==> src/source/sdram_pkg.sv <==
package sdram_pkg;

	// Data and address widths
	typedef logic [15:0] word_t;
	typedef logic [23:0] addr_t;

	// Address fields as placed on the SDRAM pins, bank above row above column
	typedef logic [1:0] bank_t;
	typedef logic [12:0] row_t;
	typedef logic [8:0] col_t;

	// Cache geometry, one word per line
	localparam int CACHE_INDEX_W = 4;
	localparam int CACHE_LINES = 2 ** CACHE_INDEX_W;
	typedef logic [CACHE_INDEX_W - 1:0] cache_index_t;
	typedef logic [23 - CACHE_INDEX_W:0] cache_tag_t;

	// SDRAM timing in clkSDRAM cycles
	localparam int CAS_LAT = 2;
	localparam int T_RCD = 3;
	localparam int T_RP = 3;
	localparam int T_RFC = 9;
	localparam int T_WR = 2;
	localparam int T_MRD = 2;

	// Burst length 1, sequential, CAS latency 2, single write
	localparam logic [12:0] MODE_WORD = 13'h220;

	// Command codes as {RAS_N, CAS_N, WE_N}
	typedef enum logic [2:0] {
		NOP = 3'b111,
		ACTIVE = 3'b011,
		READ = 3'b101,
		WRITE = 3'b100,
		PRECHARGE = 3'b010,
		REFRESH = 3'b001,
		LOAD_MODE = 3'b000
	} sdram_cmd_t;

endpackage

==> src/source/mem_if.sv <==
`timescale 1ns/1ns

// Single word request/ready link
interface mem_if;

logic req;
logic we;
sdram_pkg::addr_t addr;
sdram_pkg::word_t wdata;
logic rdy;
sdram_pkg::word_t rdata;

// Holds req, we, addr and wdata until rdy
modport requester (
	output req, we, addr, wdata,
	input rdy, rdata
);

// rdy is a single cycle pulse, rdata valid with it on reads
modport responder (
	input req, we, addr, wdata,
	output rdy, rdata
);

endinterface

==> src/source/read_cache.sv <==
`timescale 1ns/1ns

module read_cache (
	input logic clkSDRAM,
	input logic n_reset_in,
	mem_if.responder up,
	mem_if.requester down
);

typedef enum logic [1:0] {
	IDLE,
	LOOKUP,
	FORWARD,
	RESPOND
} state_t;

state_t state;

// Line storage
logic [sdram_pkg::CACHE_LINES - 1:0] valid;
sdram_pkg::cache_tag_t tag_mem [sdram_pkg::CACHE_LINES];
sdram_pkg::word_t data_mem [sdram_pkg::CACHE_LINES];

sdram_pkg::cache_index_t index;
sdram_pkg::cache_tag_t tag;
sdram_pkg::word_t fill_word, rdata_q;
logic hit_q, fill;

assign {tag, index} = up.addr;

// Writes allocate with their own data, read misses with fetched data
assign fill = (state == FORWARD) && down.rdy;
assign fill_word = up.we ? up.wdata : down.rdata;

// Downstream request only while forwarding
assign down.req = (state == FORWARD);
assign down.we = up.we;
assign down.addr = up.addr;
assign down.wdata = up.wdata;

assign up.rdy = (state == LOOKUP && hit_q) || (state == RESPOND);
assign up.rdata = rdata_q;

always_ff @(posedge clkSDRAM, negedge n_reset_in) begin
	if (!n_reset_in) begin
		state <= IDLE;
		valid <= '0;
		hit_q <= 1'b0;
	end else begin
		case (state)
			IDLE: begin
				if (up.req) begin
					// Only reads can hit
					hit_q <= !up.we && valid[index] && (tag_mem[index] == tag);
					state <= LOOKUP;
				end
			end
			LOOKUP: begin
				state <= hit_q ? IDLE : FORWARD;
			end
			FORWARD: begin
				if (down.rdy) begin
					valid[index] <= 1'b1;
					state <= RESPOND;
				end
			end
			RESPOND: begin
				state <= IDLE;
			end
			default: begin
				state <= IDLE;
			end
		endcase
	end
end

// Tag and data arrays plus response word
always_ff @(posedge clkSDRAM) begin
	if (fill) begin
		tag_mem[index] <= tag;
		data_mem[index] <= fill_word;
	end
	if (state == IDLE && up.req)
		rdata_q <= data_mem[index];
	else if (fill)
		rdata_q <= fill_word;
end

endmodule

==> src/flat_wrapper.sv <==
// flat-port wrapper written by rule: the top's interface ports become plain ports
module read_cache_flat 
  (clkSDRAM, n_reset_in, up_req, up_we, up_addr, up_wdata, up_rdy, up_rdata, down_req, down_we, down_addr, down_wdata, down_rdy, down_rdata);
  mem_if up_i ();
  mem_if down_i ();
  input logic clkSDRAM;
  input logic n_reset_in;
  input wire logic [$bits(up_i.req)-1:0] up_req;
  input wire logic [$bits(up_i.we)-1:0] up_we;
  input wire logic [$bits(up_i.addr)-1:0] up_addr;
  input wire logic [$bits(up_i.wdata)-1:0] up_wdata;
  output wire logic [$bits(up_i.rdy)-1:0] up_rdy;
  output wire logic [$bits(up_i.rdata)-1:0] up_rdata;
  output wire logic [$bits(down_i.req)-1:0] down_req;
  output wire logic [$bits(down_i.we)-1:0] down_we;
  output wire logic [$bits(down_i.addr)-1:0] down_addr;
  output wire logic [$bits(down_i.wdata)-1:0] down_wdata;
  input wire logic [$bits(down_i.rdy)-1:0] down_rdy;
  input wire logic [$bits(down_i.rdata)-1:0] down_rdata;
  assign up_i.req = up_req;
  assign up_i.we = up_we;
  assign up_i.addr = up_addr;
  assign up_i.wdata = up_wdata;
  assign up_rdy = up_i.rdy;
  assign up_rdata = up_i.rdata;
  assign down_req = down_i.req;
  assign down_we = down_i.we;
  assign down_addr = down_i.addr;
  assign down_wdata = down_i.wdata;
  assign down_i.rdy = down_rdy;
  assign down_i.rdata = down_rdata;
  read_cache u_core (.clkSDRAM(clkSDRAM), .n_reset_in(n_reset_in), .up(up_i), .down(down_i));
endmodule
==> config.mk <==
export PLATFORM = sky130hd
export DESIGN_NAME = read_cache_flat
export DESIGN_NICKNAME = d
export VERILOG_FILES = /design/src/source/sdram_pkg.sv /design/src/source/mem_if.sv /design/src/source/read_cache.sv /design/src/flat_wrapper.sv
export SDC_FILE = /design/constraint.sdc
export NUM_CORES = 1
export LEC_CHECK = 0
export ABC_CLOCK_PERIOD_IN_PS = 3200
export BUFFER_PORTS_ARGS = -buffer_cell sky130_fd_sc_hd__buf_2
export CORE_UTILIZATION = 61
export CTS_CLUSTER_DIAMETER = 150
export CTS_CLUSTER_SIZE = 8
export DETAILED_ROUTE_END_ITERATION = 10
export PLACE_DENSITY_LB_ADDON = 0.12
export SKIP_CTS_REPAIR_TIMING = 1
export SLEW_MARGIN = 20
export SYNTH_ARGS = -nofsm -noshare
export SYNTH_HDL_FRONTEND = slang
export SYNTH_SLANG_ARGS = --single-unit
==> constraint.sdc <==
create_clock -name clkSDRAM -period 3.2 [get_ports clkSDRAM]
set_input_delay 0.48 -clock clkSDRAM [delete_from_list [all_inputs] [get_ports clkSDRAM]]
set_output_delay 0.48 -clock clkSDRAM [all_outputs]
set_load 0.01 [all_outputs]
==> results.tsv <==
stage	metric	value	unit
logic_synthesis	Avg Inst Size Synth	21.4	um^2
die	Die Wd	202	um
logic_synthesis	Seq cells post-synth	611	
power_and_ir_drop	net switching power	3.98	mW
power_and_ir_drop	Tot Pwr	18.7	mW
die	Die Footprint	40900	um^2
sta	Final Skew	0.0181	ns
logic_synthesis	Post-synth EDFFs	592	
die	starting density of the core	62.5	%
logic_synthesis	Yosys warnings	0	
routing	routed vias	12000	
grt	vias in the first global route	12300	
logic_synthesis	ys flop type	edfxtp_1	
routing	DRT Pass-1 Iters	5	
cts	CTS sink count	611	
sta	hold_ws	0.248	ns
min_path	Worst Hold End	u_core.state[0]$_DFFE_PN0P_	
routing	top layer in use	met5	
sta	TNS Setup	0	ns
routing	vias per cell	6.41	
logic_synthesis	compound-cell area share of the yosys netlist	2.34	%
sta	Tcrit/Tclk final	79.2	%
routing	Detail Route met3 WL	3790	um
grt	initial antenna violation count	1	
grt	Congestion Overflow GR	0	
placed_design	IO Port Bufs	119	
logic_synthesis	Synthesized Nets	1201	
logic_synthesis	most frequent cell after synthesis	edfxtp_1	
logic_synthesis	Synth Area in Adders	0	%
power_and_ir_drop	Comb pwr share	7.8	%
logic_synthesis	asr flop ratio synth	3.11	%
power_and_ir_drop	P per Cell Area	664	nW/um^2
placed_design	HPWL Detailed	29600	um
sta	Least-Margin Pin Slew	0.605	ns
critical_path	critical setup path kind	in -> reg	
routing	drt first-iter violations	1158	
critical_path	Data required, critical path	3.71	ns
die	Ports	120	
logic_synthesis	Synth top area share	72.7	%
routing	antenna-violating nets left	0	
logic_synthesis	sequential share of the synthesized area	74.7	%
critical_path	WP data arrival	3.04	ns
final_layout	Syn-to-layout area delta	15.3	%
final_layout	Filler Cell Count	2310	
routing	routed length on met2	26700	um
placed_design	DP Worst Slack	0.00250	ns
min_path	hold path depth	3	
routing	met1 wire length	21900	um
cts	clk slew on worst S/H paths	0.05	ns
sta	Pins Over Slew Limit	0	
critical_path	worst r2r dst	u_core.hit_q$_DFFE_PN0P_	
grt	All-Layer GR Usage	27.2	%
logic_synthesis	Area contributors post-synth	edfxtp_1 (73%), mux4_2 (12%), mux2i_1 (2.0%)	
final_layout	Inserted Diodes	0	
die	total core area	39100	um^2
critical_path	Reg2Reg Depth	8	
min_path	hold path startpoint	up_req	
final_layout	Final nets	1386	
logic_synthesis	Post-synth top cells	edfxtp_1 (592), mux4_2 (130), mux2i_1 (49)	
routing	drt total wl	53400	um
power_and_ir_drop	Clock Power Share	42.8	%
logic_synthesis	largest family of logic cells by synthesized area	multiplexers	
placed_design	GPL Wtd Cong	0.776	
final_layout	share of cells above drive strength 1	36.6	%
sta	setup violators final	0	
routing	DRC viols	0	
power_and_ir_drop	Peak VDD IR	0.000571	V
cts	H-Tree Level Count	3	
cts	Longest Clk Path Bufs	3	
grt	first-pass GRT wire length	79700	um
power_and_ir_drop	Internal	14.7	mW
logic_synthesis	Syn Std Cell Area	24400	um^2
sta	unrepaired setup endpoints after global routing	false	
critical_path	Reg-to-Reg Start	u_core.tag_mem[15][5]$_DFFE_PP_	
die	Core Rows	72	
logic_synthesis	post-synthesis xor/xnor area fraction	0.430	%
critical_path	crit start category	input port	
sta	Final Hold Vio Count	0	
sta	Max Clock Freq	0.395	GHz
critical_path	Worst R2R Setup Slack	0.78	ns
sta	post-layout minimum cycle time	2.53	ns
sta	Slew headroom	59.7	%
logic_synthesis	Yosys top cell by area	edfxtp_1	
logic_synthesis	mux contribution to synthesized area	17.4	%
logic_synthesis	library cells used by synthesis	63	
grt	largest net degree at the start of global routing	55	
power_and_ir_drop	Sw Share	21.3	%
logic_synthesis	Simple-Gate Fraction of Synth Area	2.22	%
sta	post-route setup slack	0.666	ns
flow_run	max_cap viols	0	
routing	wire per inst	28.5	um
cts	CTS buffer count	86	
cts	clk root buf	clkbuf_16	
power_and_ir_drop	Leak Pwr	9.49	nW
outcome	status	completed	
critical_path	critical path fanouts, max	30	
cts	Clk Latency, worst-skew pair	0.60	ns
power_and_ir_drop	sequential power share	49.4	%
die	Die Y	202	um
cts	CTS tree	yes	
critical_path	CP endpoint kind	flip-flop	
logic_synthesis	Syn Inst Count	1140	
min_path	worst hold path class	in -> reg	
-- power by group through the flow --
stage | Combinational [mW] | Sequential (mW) | Clock, mW
after CTS | 1.47 | 9.24 | 8.12
after global routing | 1.56 | 9.25 | 8.47
after floorplan | 0.898 | 9.39 | 0
after detailed placement | 1.46 | 9.38 | 0
after global placement | 1.44 | 9.37 | 0
final | 1.45 | 9.24 | 8.02
-- layer usage --
metal  up-vias  global-route usage, %
met5         -                      0
met1      6320                   38.8
met4         2                   7.28
met2       526                   44.3
li1       5077                      -
met3        86                   4.56
-- layout make-up --
class                      instances  area, um^2  area share, %
clock buffer                     113        2320           8.22
tap                              518         648           2.30
sequential                       611       18300           64.7
clock inverter                     5        42.5          0.151
timing repair buffer             192        1310           4.65
inverter                           8        30.0          0.106
multi-input combinational        426        5600           19.9
-- state kept, by name, summed over array words and instances (netlist names), named ones only --
name / flops
u_core.state: 1
u_core.hit_q: 1
u_core.up.rdata: 16
u_core.data_mem: 256
u_core.tag_mem: 320
u_core.valid: 16
-- through the flow --
step / instances / utilization, % / cell area [um^2]
floorplan: 1140 / - / 24400
global placement: 1754 / 66.1 / 25800
detailed placement: 1754 / 66.1 / 25800
CTS: 1872 / 72.1 / 28200
global route: 1873 / 72.1 / 28200
finish: 1873 / 72.1 / 28200
-- critical path, cell delays in order --
cell      delay [ns]
buf_8           0.30
buf_4           0.28
mux4_2          0.52
o22a_1          0.21
o221ai_1        0.08
xnor2_1         0.09
nor4_1          0.46
buf_4           0.19
nand4_1         0.16
o31ai_2         0.25
-- cells in the final DEF (no fill, tap or decap), drive strengths merged, types with 4 or more instances in the layout --
cell type | Yosys | final
o22ai | 5 | 5
a22oi | 9 | 9
nand3 | 7 | 7
xnor2 | 7 | 7
mux4 | 146 | 146
and2 | 4 | 4
o22a | 4 | 4
xor2 | 5 | 5
nor2b | 7 | 7
inv | 8 | 12
or2 | 19 | 19
nor2 | 27 | 27
a221oi | 9 | 9
nor3 | 6 | 6
mux2 | 37 | 37
o221ai | 5 | 5
dfrtp | 19 | 19
nand2 | 18 | 18
clkbuf | 17 | 113
or3 | 4 | 4
o21ai | 14 | 14
buf | 78 | 191
mux2i | 49 | 49
a21oi | 6 | 6
edfxtp | 592 | 592
-- worst max path at each step --
stage | startpoint | endpoint | slack, ns | depth (start not counted)
after floorplan | up_addr[1] | u_core.data_mem[15][0]$_DFFE_PP_ | -0.38 | 6
after global placement | up_addr[0] | u_core.hit_q$_DFFE_PN0P_ | 0.001 | 10
after detailed placement | up_addr[0] | u_core.hit_q$_DFFE_PN0P_ | 0.003 | 10
after CTS | up_addr[0] | u_core.hit_q$_DFFE_PN0P_ | 0.63 | 10
after global routing | up_addr[0] | u_core.hit_q$_DFFE_PN0P_ | 0.52 | 10
final | up_addr[0] | u_core.hit_q$_DFFE_PN0P_ | 0.67 | 10
-- logic make-up after synthesis --
family,count (synthesis)
flops,611
mux,232
simple gates,105
buf+inv,103
compound gates,77
xor+xnor,12
No activity file was read; power rests on OpenSTA's default activity.
