**config.mk**
```make
export PLATFORM = sky130hd
export DESIGN_NAME = sdram_arbiter_flat
export DESIGN_NICKNAME = d
export VERILOG_FILES = /design/src/source/sdram_pkg.sv /design/src/source/mem_if.sv /design/src/source/sdram_arbiter.sv /design/src/flat_wrapper.sv
export SDC_FILE = /design/constraint.sdc
export NUM_CORES = 1
export LEC_CHECK = 0
export BUFFER_PORTS_ARGS = -buffer_cell sky130_fd_sc_hd__buf_2
export CAP_MARGIN = 20
export CORE_AREA = 2 2 69 71
export DETAILED_ROUTE_END_ITERATION = 10
export DIE_AREA = 0 0 71 73
export GPL_TIMING_DRIVEN = 1
export PLACE_DENSITY = 0.66
export SETUP_SLACK_MARGIN = 0.1
export SKIP_LAST_GASP = 1
export SLEW_MARGIN = 20
export SYNTH_ARGS = -nofsm -noshare
export SYNTH_HDL_FRONTEND = slang
export SYNTH_SLANG_ARGS = --single-unit
```
**constraint.sdc**
```tcl
create_clock -name clkSDRAM -period 1.5 [get_ports clkSDRAM]
set_input_delay 0 -clock clkSDRAM [delete_from_list [all_inputs] [get_ports clkSDRAM]]
set_output_delay 0 -clock clkSDRAM [all_outputs]
set_load 0.01 [all_outputs]
```
**src/source/sdram_pkg.sv**
```systemverilog
package sdram_pkg;

	// Data and address widths
	typedef logic [15:0] word_t;
	typedef logic [23:0] addr_t;

	// Address fields as placed on the SDRAM pins, bank above row above column
	typedef logic [1:0] bank_t;
	typedef logic [12:0] row_t;
	typedef logic [8:0] col_t;

	// Cache geometry, one word per line
	localparam int CACHE_INDEX_W = 4;
	localparam int CACHE_LINES = 2 ** CACHE_INDEX_W;
	typedef logic [CACHE_INDEX_W - 1:0] cache_index_t;
	typedef logic [23 - CACHE_INDEX_W:0] cache_tag_t;

	// SDRAM timing in clkSDRAM cycles
	localparam int CAS_LAT = 2;
	localparam int T_RCD = 3;
	localparam int T_RP = 3;
	localparam int T_RFC = 9;
	localparam int T_WR = 2;
	localparam int T_MRD = 2;

	// Burst length 1, sequential, CAS latency 2, single write
	localparam logic [12:0] MODE_WORD = 13'h220;

	// Command codes as {RAS_N, CAS_N, WE_N}
	typedef enum logic [2:0] {
		NOP = 3'b111,
		ACTIVE = 3'b011,
		READ = 3'b101,
		WRITE = 3'b100,
		PRECHARGE = 3'b010,
		REFRESH = 3'b001,
		LOAD_MODE = 3'b000
	} sdram_cmd_t;

endpackage

```
**src/source/mem_if.sv**
```systemverilog
`timescale 1ns/1ns

// Single word request/ready link
interface mem_if;

logic req;
logic we;
sdram_pkg::addr_t addr;
sdram_pkg::word_t wdata;
logic rdy;
sdram_pkg::word_t rdata;

// Holds req, we, addr and wdata until rdy
modport requester (
	output req, we, addr, wdata,
	input rdy, rdata
);

// rdy is a single cycle pulse, rdata valid with it on reads
modport responder (
	input req, we, addr, wdata,
	output rdy, rdata
);

endinterface

```
**src/source/sdram_arbiter.sv**
```systemverilog
`timescale 1ns/1ns

module sdram_arbiter (
	input logic clkSDRAM,
	input logic n_reset_in,
	mem_if.responder client_a,
	mem_if.responder client_b,
	mem_if.requester mem
);

logic busy, sel_q, last, pick, cur;

// Round robin when both ask, otherwise whoever asks
assign pick = (client_a.req && client_b.req) ? !last : client_b.req;

// Idle grants pass straight through so no cycle is lost
assign cur = busy ? sel_q : pick;

assign mem.req = cur ? client_b.req : client_a.req;
assign mem.we = cur ? client_b.we : client_a.we;
assign mem.addr = cur ? client_b.addr : client_a.addr;
assign mem.wdata = cur ? client_b.wdata : client_a.wdata;

// Only the granted client sees the response
assign client_a.rdy = mem.rdy && !cur;
assign client_b.rdy = mem.rdy && cur;
assign client_a.rdata = cur ? '0 : mem.rdata;
assign client_b.rdata = cur ? mem.rdata : '0;

always_ff @(posedge clkSDRAM, negedge n_reset_in) begin
	if (!n_reset_in) begin
		busy <= 1'b0;
		sel_q <= 1'b0;
		last <= 1'b0;
	end else if (mem.rdy) begin
		// Transfer done, release grant
		busy <= 1'b0;
		last <= cur;
	end else if (!busy && mem.req) begin
		busy <= 1'b1;
		sel_q <= pick;
	end
end

endmodule

```
**src/flat_wrapper.sv**
```systemverilog
// flat-port wrapper written by rule: the top's interface ports become plain ports
module sdram_arbiter_flat 
  (clkSDRAM, n_reset_in, client_a_req, client_a_we, client_a_addr, client_a_wdata, client_a_rdy, client_a_rdata, client_b_req, client_b_we, client_b_addr, client_b_wdata, client_b_rdy, client_b_rdata, mem_req, mem_we, mem_addr, mem_wdata, mem_rdy, mem_rdata);
  mem_if client_a_i ();
  mem_if client_b_i ();
  mem_if mem_i ();
  input logic clkSDRAM;
  input logic n_reset_in;
  input wire logic [$bits(client_a_i.req)-1:0] client_a_req;
  input wire logic [$bits(client_a_i.we)-1:0] client_a_we;
  input wire logic [$bits(client_a_i.addr)-1:0] client_a_addr;
  input wire logic [$bits(client_a_i.wdata)-1:0] client_a_wdata;
  output wire logic [$bits(client_a_i.rdy)-1:0] client_a_rdy;
  output wire logic [$bits(client_a_i.rdata)-1:0] client_a_rdata;
  input wire logic [$bits(client_b_i.req)-1:0] client_b_req;
  input wire logic [$bits(client_b_i.we)-1:0] client_b_we;
  input wire logic [$bits(client_b_i.addr)-1:0] client_b_addr;
  input wire logic [$bits(client_b_i.wdata)-1:0] client_b_wdata;
  output wire logic [$bits(client_b_i.rdy)-1:0] client_b_rdy;
  output wire logic [$bits(client_b_i.rdata)-1:0] client_b_rdata;
  output wire logic [$bits(mem_i.req)-1:0] mem_req;
  output wire logic [$bits(mem_i.we)-1:0] mem_we;
  output wire logic [$bits(mem_i.addr)-1:0] mem_addr;
  output wire logic [$bits(mem_i.wdata)-1:0] mem_wdata;
  input wire logic [$bits(mem_i.rdy)-1:0] mem_rdy;
  input wire logic [$bits(mem_i.rdata)-1:0] mem_rdata;
  assign client_a_i.req = client_a_req;
  assign client_a_i.we = client_a_we;
  assign client_a_i.addr = client_a_addr;
  assign client_a_i.wdata = client_a_wdata;
  assign client_a_rdy = client_a_i.rdy;
  assign client_a_rdata = client_a_i.rdata;
  assign client_b_i.req = client_b_req;
  assign client_b_i.we = client_b_we;
  assign client_b_i.addr = client_b_addr;
  assign client_b_i.wdata = client_b_wdata;
  assign client_b_rdy = client_b_i.rdy;
  assign client_b_rdata = client_b_i.rdata;
  assign mem_req = mem_i.req;
  assign mem_we = mem_i.we;
  assign mem_addr = mem_i.addr;
  assign mem_wdata = mem_i.wdata;
  assign mem_i.rdy = mem_rdy;
  assign mem_i.rdata = mem_rdata;
  sdram_arbiter u_core (.clkSDRAM(clkSDRAM), .n_reset_in(n_reset_in), .client_a(client_a_i), .client_b(client_b_i), .mem(mem_i));
endmodule
```
==> results.toml, run 1 <==
[logic_synthesis]
ys_warn_count = 0
ys_seq_elements = 3
syn_area_per_cell_um2 = 9.05
synthCells = 100
synth_area_um2 = 905
ys_types = 15
synth.net_count = 203
seq_area_frac_synth = 0.0830

[power]
power_w = 0.00156
powerDensity_nw_per_um2 = 679
peakVddDrop_uv = 265
pwr-share-clk = 0.151
combPwrFrac = 0.786
p_int_w = 0.00102
power_switching_w = 0.000543
seq_power_share = 0.064
p_leak_nw = 1.31
p_sw_frac = 0.348

[cells_and_area]
layout_commonest_cell = "buf_2"
drive_gt1_frac = 0.873
fin_nets = 395
post-route-util = 0.507
syn_to_final_growth_pct = 154
insertedDiodeCount = 0
mostFrequentLayoutCells = "buf_2 (167), mux2_2 (36), buf_6 (12), and2_1 (11), nor2b_1 (9)"

[worst_setup_path]
crit_required_ps = 1500
cpPeakStageDelay_ps = 390
critPathKind = "reg -> out"
critPathArrivalTime_ps = 1650
path_cells = "nand2_1, a21boi_4, buf_4, buf_16, mux2_2, buf_2"
crit_path_max_fanout = 13
start_kind = "flip-flop"
endpoint_kind = "output port"
slowest_stage = "dfrtp_1"

[grt]
grt_use_total = 0.135
grt_first_pass_wirelength_um = 5530
grt_antenna_before_repair = 0
grt.overflow.total = 0
grt_max_degree = 15
grt_pass1_vias = 1288

[drt]
vias = 1453
drt_iter0_markers = 39
wl_per_cell_um = 11.6
routed_wl_um = 4000
firstDrtPassIters = 4
drc_errors = 0
routed_via_density = 4.21
ant_nets = 0

[sta]
hold_viol_final = 0
whs_ps = 28.8
timing.slew.headroom = 0.872
skew_ps = 0.838
rsz0062_at_grt = "true"
post-route-period-util = 1.10
slew_violations = 0
tightest_slew_ps = 191
setup_violations = 68
period_needed_ps = 1650
max_clock_freq_ghz = 0.607
setup_tns_ps = -7410
setup_slack_ps = -149

[place]
portBuffers = 178
gp_congestion = 0.710
hpwl_um = 2940
post-place-ws_ps = 66.2

[worst_hold_path]
hp-class = "in -> reg"

[clock_network]
cts_buffers = 3
cts_tree = "done"
clkSinkCount = 3
clockRootBuffer = "clkbuf_8"
htreeDepth = 1
clockBufferDepth = 2
path_clk_slew_ps = 30
worstSkewPairLatency_ps = 210

[floorplan]
start_util = 0.199
core-area_um2 = 4540
ios = 179
std_cell_rows = 25
dieHeight_um = 73
die_area_um2 = 5180
fp.dieW_um = 71

[run_status]
outcome = "finished, violations left"
violations = "setup timing"

[run]
drv_cap = 0
==> sequential cells by signal (all words and copies together) (netlist names) <==
register      flops
u_core.busy       1
u_core.last       1
u_core.sel_q      1
==> final timing paths <==
check / to / depth (start not counted) / slack [ps] / start
min in group asynchronous: u_core.busy / 2 / 110 / n_reset_in
max in group asynchronous: u_core.last / 2 / 1280 / n_reset_in
setup reg to reg: u_core.last / 6 / 190 / u_core.busy
hold reg to reg: u_core.last / 2 / 540 / u_core.last
setup / recovery: mem_wdata[7] / 6 / -150 / u_core.busy
hold / removal: u_core.busy / 2 / 30 / mem_rdy
==> cell families after synthesis <==
| group | synth area share |
|---|---|
| buffers and inverters | 0.0664 |
| flip-flops | 0.0830 |
| AO/OA/AOI/OAI | 0.0346 |
| multiplexers | 0.531 |
| AND/OR/NAND/NOR | 0.285 |
==> per-layer routing <==
layer / track usage / vias to the layer above / share of wire
li1: - / 730 / -
met1: 0.156 / 638 / 0.37
met2: 0.243 / 81 / 0.53
met3: 0.0207 / 4 / 0.086
met4: 0.0692 / 0 / 0.014
met5: 0 / - / 0
==> cell usage after synthesis <==
master / number / area [µm²]
dfrtp_1: 3 / 75.1
a21boi_2: 1 / 11.3
nor3_1: 1 / 5.00
buf_4: 3 / 22.5
nand2_1: 3 / 11.3
buf_6: 2 / 22.5
mux2_4: 5 / 75.1
buf_2: 3 / 15.0
a21oi_1: 2 / 10.0
mux2_2: 36 / 405
and2_1: 17 / 106
nor3b_1: 1 / 7.51
nor2_1: 4 / 15.0
nor2b_1: 18 / 113
a32o_1: 1 / 10.0
==> layout make-up <==
class / instances / area [µm²]
fillers: 425 / 2230
clock buffers: 4 / 45.0
well taps: 54 / 67.6
flip-flops and latches: 3 / 75.1
repair buffers: 195 / 1260
multi-input cells: 89 / 855
==> worst max-delay path, delay by kind of cell, from the launching register on <==
family	cells	cell delay (ps)
compound gates	1	200
buf+inv	3	420
flops	1	390
mux	1	330
simple gates	1	90
==> metrics by stage <==
stage / cells / instance area, µm²
after floorplan: 100 / 905
after global placement: 327 / 1860
after CTS: 343 / 2170
after global routing: 345 / 2300
final: 345 / 2300
after detailed placement: 327 / 1860
==> power by group through the flow <==
stage	combinational [W]	sequential (W)	clock (W)
global placement	0.000892	0.000101	0
global route	0.00132	0.000101	0.000255
finish	0.00123	0.0000993	0.000235
detailed placement	0.000902	0.000101	0
floorplan	0.000523	0.0000997	0
CTS	0.00115	0.000100	0.000241
==> timing repair <==
item / 4_1_cts / 5_1_grt
endpoints found under the hold margin: 3 / 0
gates resized for setup: 16 / 22
buffers inserted: 5 / 2
pin swaps: 7 / 1
endpoints found under the setup margin: 65 / 76
gates cloned: 6 / 0
hold buffers: 1 / 0
(Power assumes the default switching activity.)
==> inputs of run 2 (changes only) <==
--- a/config.mk
+++ b/config.mk
@@ -12,6 +12,7 @@
 export DIE_AREA = 0 0 71 73
 export GPL_TIMING_DRIVEN = 1
 export PLACE_DENSITY = 0.66
+export REMOVE_ABC_BUFFERS = 1
 export SETUP_SLACK_MARGIN = 0.1
 export SKIP_LAST_GASP = 1
 export SLEW_MARGIN = 20
==> results.toml, run 2 (synthesis results as in run 1) <==
[drt]
routed_via_density = 4.32
vias = 1487
drt_iter0_markers = 31
wl_per_cell_um = 13.5
routed_wl_um = 4650
firstDrtPassIters = 4
ant_nets = 0
drc_errors = 0

[worst_setup_path]
r2r_slack_ps = 100
critPathArrivalTime_ps = 1720
r2r_start = "u_core.busy"
ff2ff_path_depth = 7
endpoint = "mem_wdata[4]"
critPathKind = "reg -> out"
crit_required_ps = 1500
crit_path_max_fanout = 8
rr_endpoint = "u_core.last"
start_kind = "flip-flop"
endpoint_kind = "output port"
critical_path.startpoint = "u_core.busy"

[sta]
setup_violations = 75
slew_violations = 0
tightest_slew_ps = 195
rsz0062_at_grt = "true"
hold_viol_final = 0
post-route-period-util = 1.15
skew_ps = 2.80
setup_slack_ps = -222
max_clock_freq_ghz = 0.581
timing.slew.headroom = 0.870
period_needed_ps = 1720

[place]
place_inst = 326
dpl_cell_area_um2 = 1850
gp_congestion = 0.691
hpwl_um = 2930
portBuffers = 178
post-place-ws_ps = 25.9

[clock_network]
clockBufferDepth = 2
path_clk_slew_ps = 30
cts_buffers = 3
cts_tree = "done"
htreeDepth = 1
worstSkewPairLatency_ps = 210
clockRootBuffer = "clkbuf_8"
clkSinkCount = 3

[cells_and_area]
mostFrequentLayoutCells = "buf_2 (140), buf_6 (39), mux2_4 (29), nor2b_1 (14), mux2_2 (12)"
insertedDiodeCount = 0
stdcell_count = 344
syn_to_final_growth_pct = 176
n_fill_cell = 409
fin_nets = 394
drive_gt1_frac = 0.866
layout_commonest_cell = "buf_2"
design_area_um2 = 2500
post-route-util = 0.551
reg.largest.list = "u_core.busy (1), u_core.last (1), u_core.sel_q (1)"

[power]
powerDensity_nw_per_um2 = 688
peakVddDrop_uv = 289
p_leak_nw = 1.44

[run_status]
violations = "setup timing"
outcome = "finished, violations left"

[floorplan]
dieHeight_um = 73
die_area_um2 = 5180
core-area_um2 = 4540
std_cell_rows = 25
ios = 179
start_util = 0.199
fp.dieW_um = 71

[grt]
grt_max_degree = 31
grt_antenna_before_repair = 1
grt_first_pass_wirelength_um = 4910
grt_use_total = 0.117
grt.overflow.total = 0
grt_pass1_vias = 1153

[worst_hold_path]
hp-class = "in -> reg"

[run]
drv_cap = 0
-- run 2: worst min-delay path by stage --
| stage | start | end | slack [ps] | depth (start not counted) |
|---|---|---|---|---|
| detailed placement | n_reset_in | u_core.last | -200 | 1 |
| floorplan | n_reset_in | u_core.busy | -300 | 0 |
| CTS | mem_rdy | u_core.busy | 20 | 2 |
| finish | mem_rdy | u_core.busy | 20 | 2 |
| global placement | n_reset_in | u_core.last | -200 | 1 |
| global route | mem_rdy | u_core.busy | 50 | 2 |
-- run 2: report_power, final --
part	leakage, nW	internal [W]	switching [W]
sequential	0.0355	0.0000926	0.00000952
combinational	1.38	0.000861	0.000523
clock	0.0228	0.000181	0.0000518
total	1.44	0.00113	0.000584
-- run 2: layer usage --
layer	vias up	global-route usage	wire, µm	part of all wire
met5	-	0	13	0.0028
met4	2	0.0440	28	0.0060
met3	4	0.0331	511	0.11
met2	110	0.228	2470	0.53
met1	647	0.116	1620	0.35
li1	724	-	-	-
-- run 2: per-stage QoR --
| stage | setup TNS [ps] | hold slack, ps | power [W] |
|---|---|---|---|
| 2_1_floorplan | -89290 | -296 | 0.000592 |
| 3_3_place_gp | 0 | -203 | 0.000987 |
| 3_5_place_dp | 0 | -200 | 0.000995 |
| 4_1_cts | -8350 | 22.0 | 0.00129 |
| 5_1_grt | -15000 | 45.7 | 0.00182 |
| 6_report | -10790 | 21.0 | 0.00172 |
-- run 2: layout make-up --
class / instances / area [µm²] / share of cell area
repair buffers: 194 / 1410 / 0.563
multi-input cells: 89 / 905 / 0.362
flip-flops and latches: 3 / 75.1 / 0.0300
well taps: 54 / 67.6 / 0.0270
clock buffers: 4 / 45.0 / 0.0180
-- run 2: worst max-delay path: stages (launching register included) --
cell and delay [ps]:
dfrtp_1 410, nand2_2 100, a21boi_4 240, buf_12 160
clkbuf_16 170, mux2_4 310, buf_6 120
-- run 2: timing repair --
action | 4_1_cts | 5_1_grt
hold buffers | 1 | 0
gates resized for setup | 2 | 79
endpoints found under the hold margin | 3 | 0
setup buffers | 3 | 4
cloned | 1 | 6
pin swaps | 0 | 7
endpoints found under the setup margin | 72 | 75
==> inputs of run 3 (changes only) <==
--- a/config.mk
+++ b/config.mk
@@ -10,7 +10,7 @@
 export CORE_AREA = 2 2 69 71
 export DETAILED_ROUTE_END_ITERATION = 10
 export DIE_AREA = 0 0 71 73
-export GPL_TIMING_DRIVEN = 1
+export GPL_TIMING_DRIVEN = 0
 export PLACE_DENSITY = 0.66
 export REMOVE_ABC_BUFFERS = 1
 export SETUP_SLACK_MARGIN = 0.1
==> results.toml, run 3 (synthesis results as in run 1) <==
[clock_network]
clkSinkCount = 3
htreeDepth = 1
cts_buffers = 3
cts_tree = "done"
clockBufferDepth = 2
worstSkewPairLatency_ps = 210
clockRootBuffer = "clkbuf_8"
path_clk_slew_ps = 30

[power]
peakVddDrop_uv = 325
p_leak_nw = 1.58
powerDensity_nw_per_um2 = 697

[worst_hold_path]
hp-class = "in -> reg"

[sta]
post-route-period-util = 1.12
whs_ps = 33.2
rsz0062_at_grt = "true"
period_needed_ps = 1680
hold_viol_final = 0
tightest_slew_ps = 187
setup_slack_ps = -177
max_clock_freq_ghz = 0.596
skew_ps = 0.773
timing.slew.headroom = 0.875
setup_violations = 69
setup_tns_ps = -7830
slew_violations = 0

[worst_setup_path]
cp_top_family = "buffers and inverters"
cp.buffers_inverters = 3
path_cells = "nand2_2, a21boi_4, buf_8, buf_16, mux2_4, buf_6"
critPathArrivalTime_ps = 1680
crit_path_max_fanout = 8
start_kind = "flip-flop"
endpoint_kind = "output port"
crit_required_ps = 1500
critPathKind = "reg -> out"
cpPeakStageDelay_ps = 410
slowest_stage = "dfrtp_1"

[drt]
drc_errors = 0
firstDrtPassIters = 4
vias = 1549
routed_wl_um = 4940
ant_nets = 0
routed_via_density = 4.43
wl_per_cell_um = 14.1
drt_iter0_markers = 15

[floorplan]
die_area_um2 = 5180
ios = 179
fp.dieW_um = 71
std_cell_rows = 25
dieHeight_um = 73
start_util = 0.199
core-area_um2 = 4540

[grt]
grt_use_total = 0.138
grt_first_pass_wirelength_um = 5870
grt_antenna_before_repair = 1
grt_max_degree = 17
grt.overflow.total = 0
grt_pass1_vias = 1315

[place]
post-place-ws_ps = -323
place_inst = 326
gp_congestion = 0.670
hpwl_um = 2980
portBuffers = 178

[cells_and_area]
layout_commonest_cell = "buf_2"
mostFrequentLayoutCells = "buf_2 (119), buf_6 (66), mux2_4 (37), and2_4 (16), nor2b_1 (14)"
post-route-util = 0.612
syn_to_final_growth_pct = 207
stdcell_count = 350
insertedDiodeCount = 0
fin_nets = 400
drive_gt1_frac = 0.895
reg.largest.list = "u_core.busy (1), u_core.last (1), u_core.sel_q (1)"

[run]
drv_cap = 0

[run_status]
outcome = "finished, violations left"
violations = "setup timing"
==> run 3: cell types whose count changed in the layout (fill, tap and decap cells not counted), sizes merged <==
cell / delta
buf: +8
clkbuf: -2
==> run 3: layer usage <==
metal	GRT usage	share of wire
met3	0.0401	0.11
met4	0.0189	0.0028
met2	0.279	0.56
met1	0.142	0.32
met5	0	0.0026
==> run 3: timing repair <==
| item | CTS | global route |
|---|---|---|
| gates cloned | 3 | 3 |
| resized for setup | 54 | 78 |
| hold buffers | 1 | 0 |
| endpoints found under the hold margin | 3 | 0 |
| pin swaps | 4 | 15 |
| setup endpoints to repair | 75 | 75 |
| setup buffers | 9 | 4 |
==> run 3: worst paths after layout <==
check,from,end,slack (ps),depth (start not counted)
worst max-delay path,u_core.busy,mem_addr[10],-180,6
worst min-delay path,mem_rdy,u_core.busy,30,2
worst max register to register,u_core.busy,u_core.last,220,6
worst min register to register,u_core.last,u_core.last,530,2
max in group asynchronous,n_reset_in,u_core.sel_q,1280,2
min in group asynchronous,n_reset_in,u_core.last,110,2
==> run 3: area by class of cell <==
class,count,area (µm²)
Tap cell,54,67.6
Timing Repair Buffer,200,1630
Sequential cell,3,75.1
Clock buffer,4,45.0
Fill cell,386,1760
Multi-Input combinational cell,89,960
==> run 3: worst register-to-register path: stages (launching register included) <==
cell and delay (ps):
dfrtp_1 410, nor2b_2 190, a21boi_4 80, buf_8 160, buf_6 130, buf_4 120, a21oi_1 120
==> run 3: metrics by stage <==
stage | instance area (µm²) | power, W
final | 2780 | 0.00193
after global routing | 2780 | 0.00204
after CTS | 2310 | 0.00158
after detailed placement | 1870 | 0.00102
after global placement | 1800 | 0.000971
after floorplan | 845 | 0.000592
==> run 3: report_power, final <==
group,switching [W],total [W],internal [W]
Combinational,0.000571,0.00161,0.00103
Clock,0.0000447,0.000225,0.000180
Sequential,0.00000966,0.000102,0.0000927
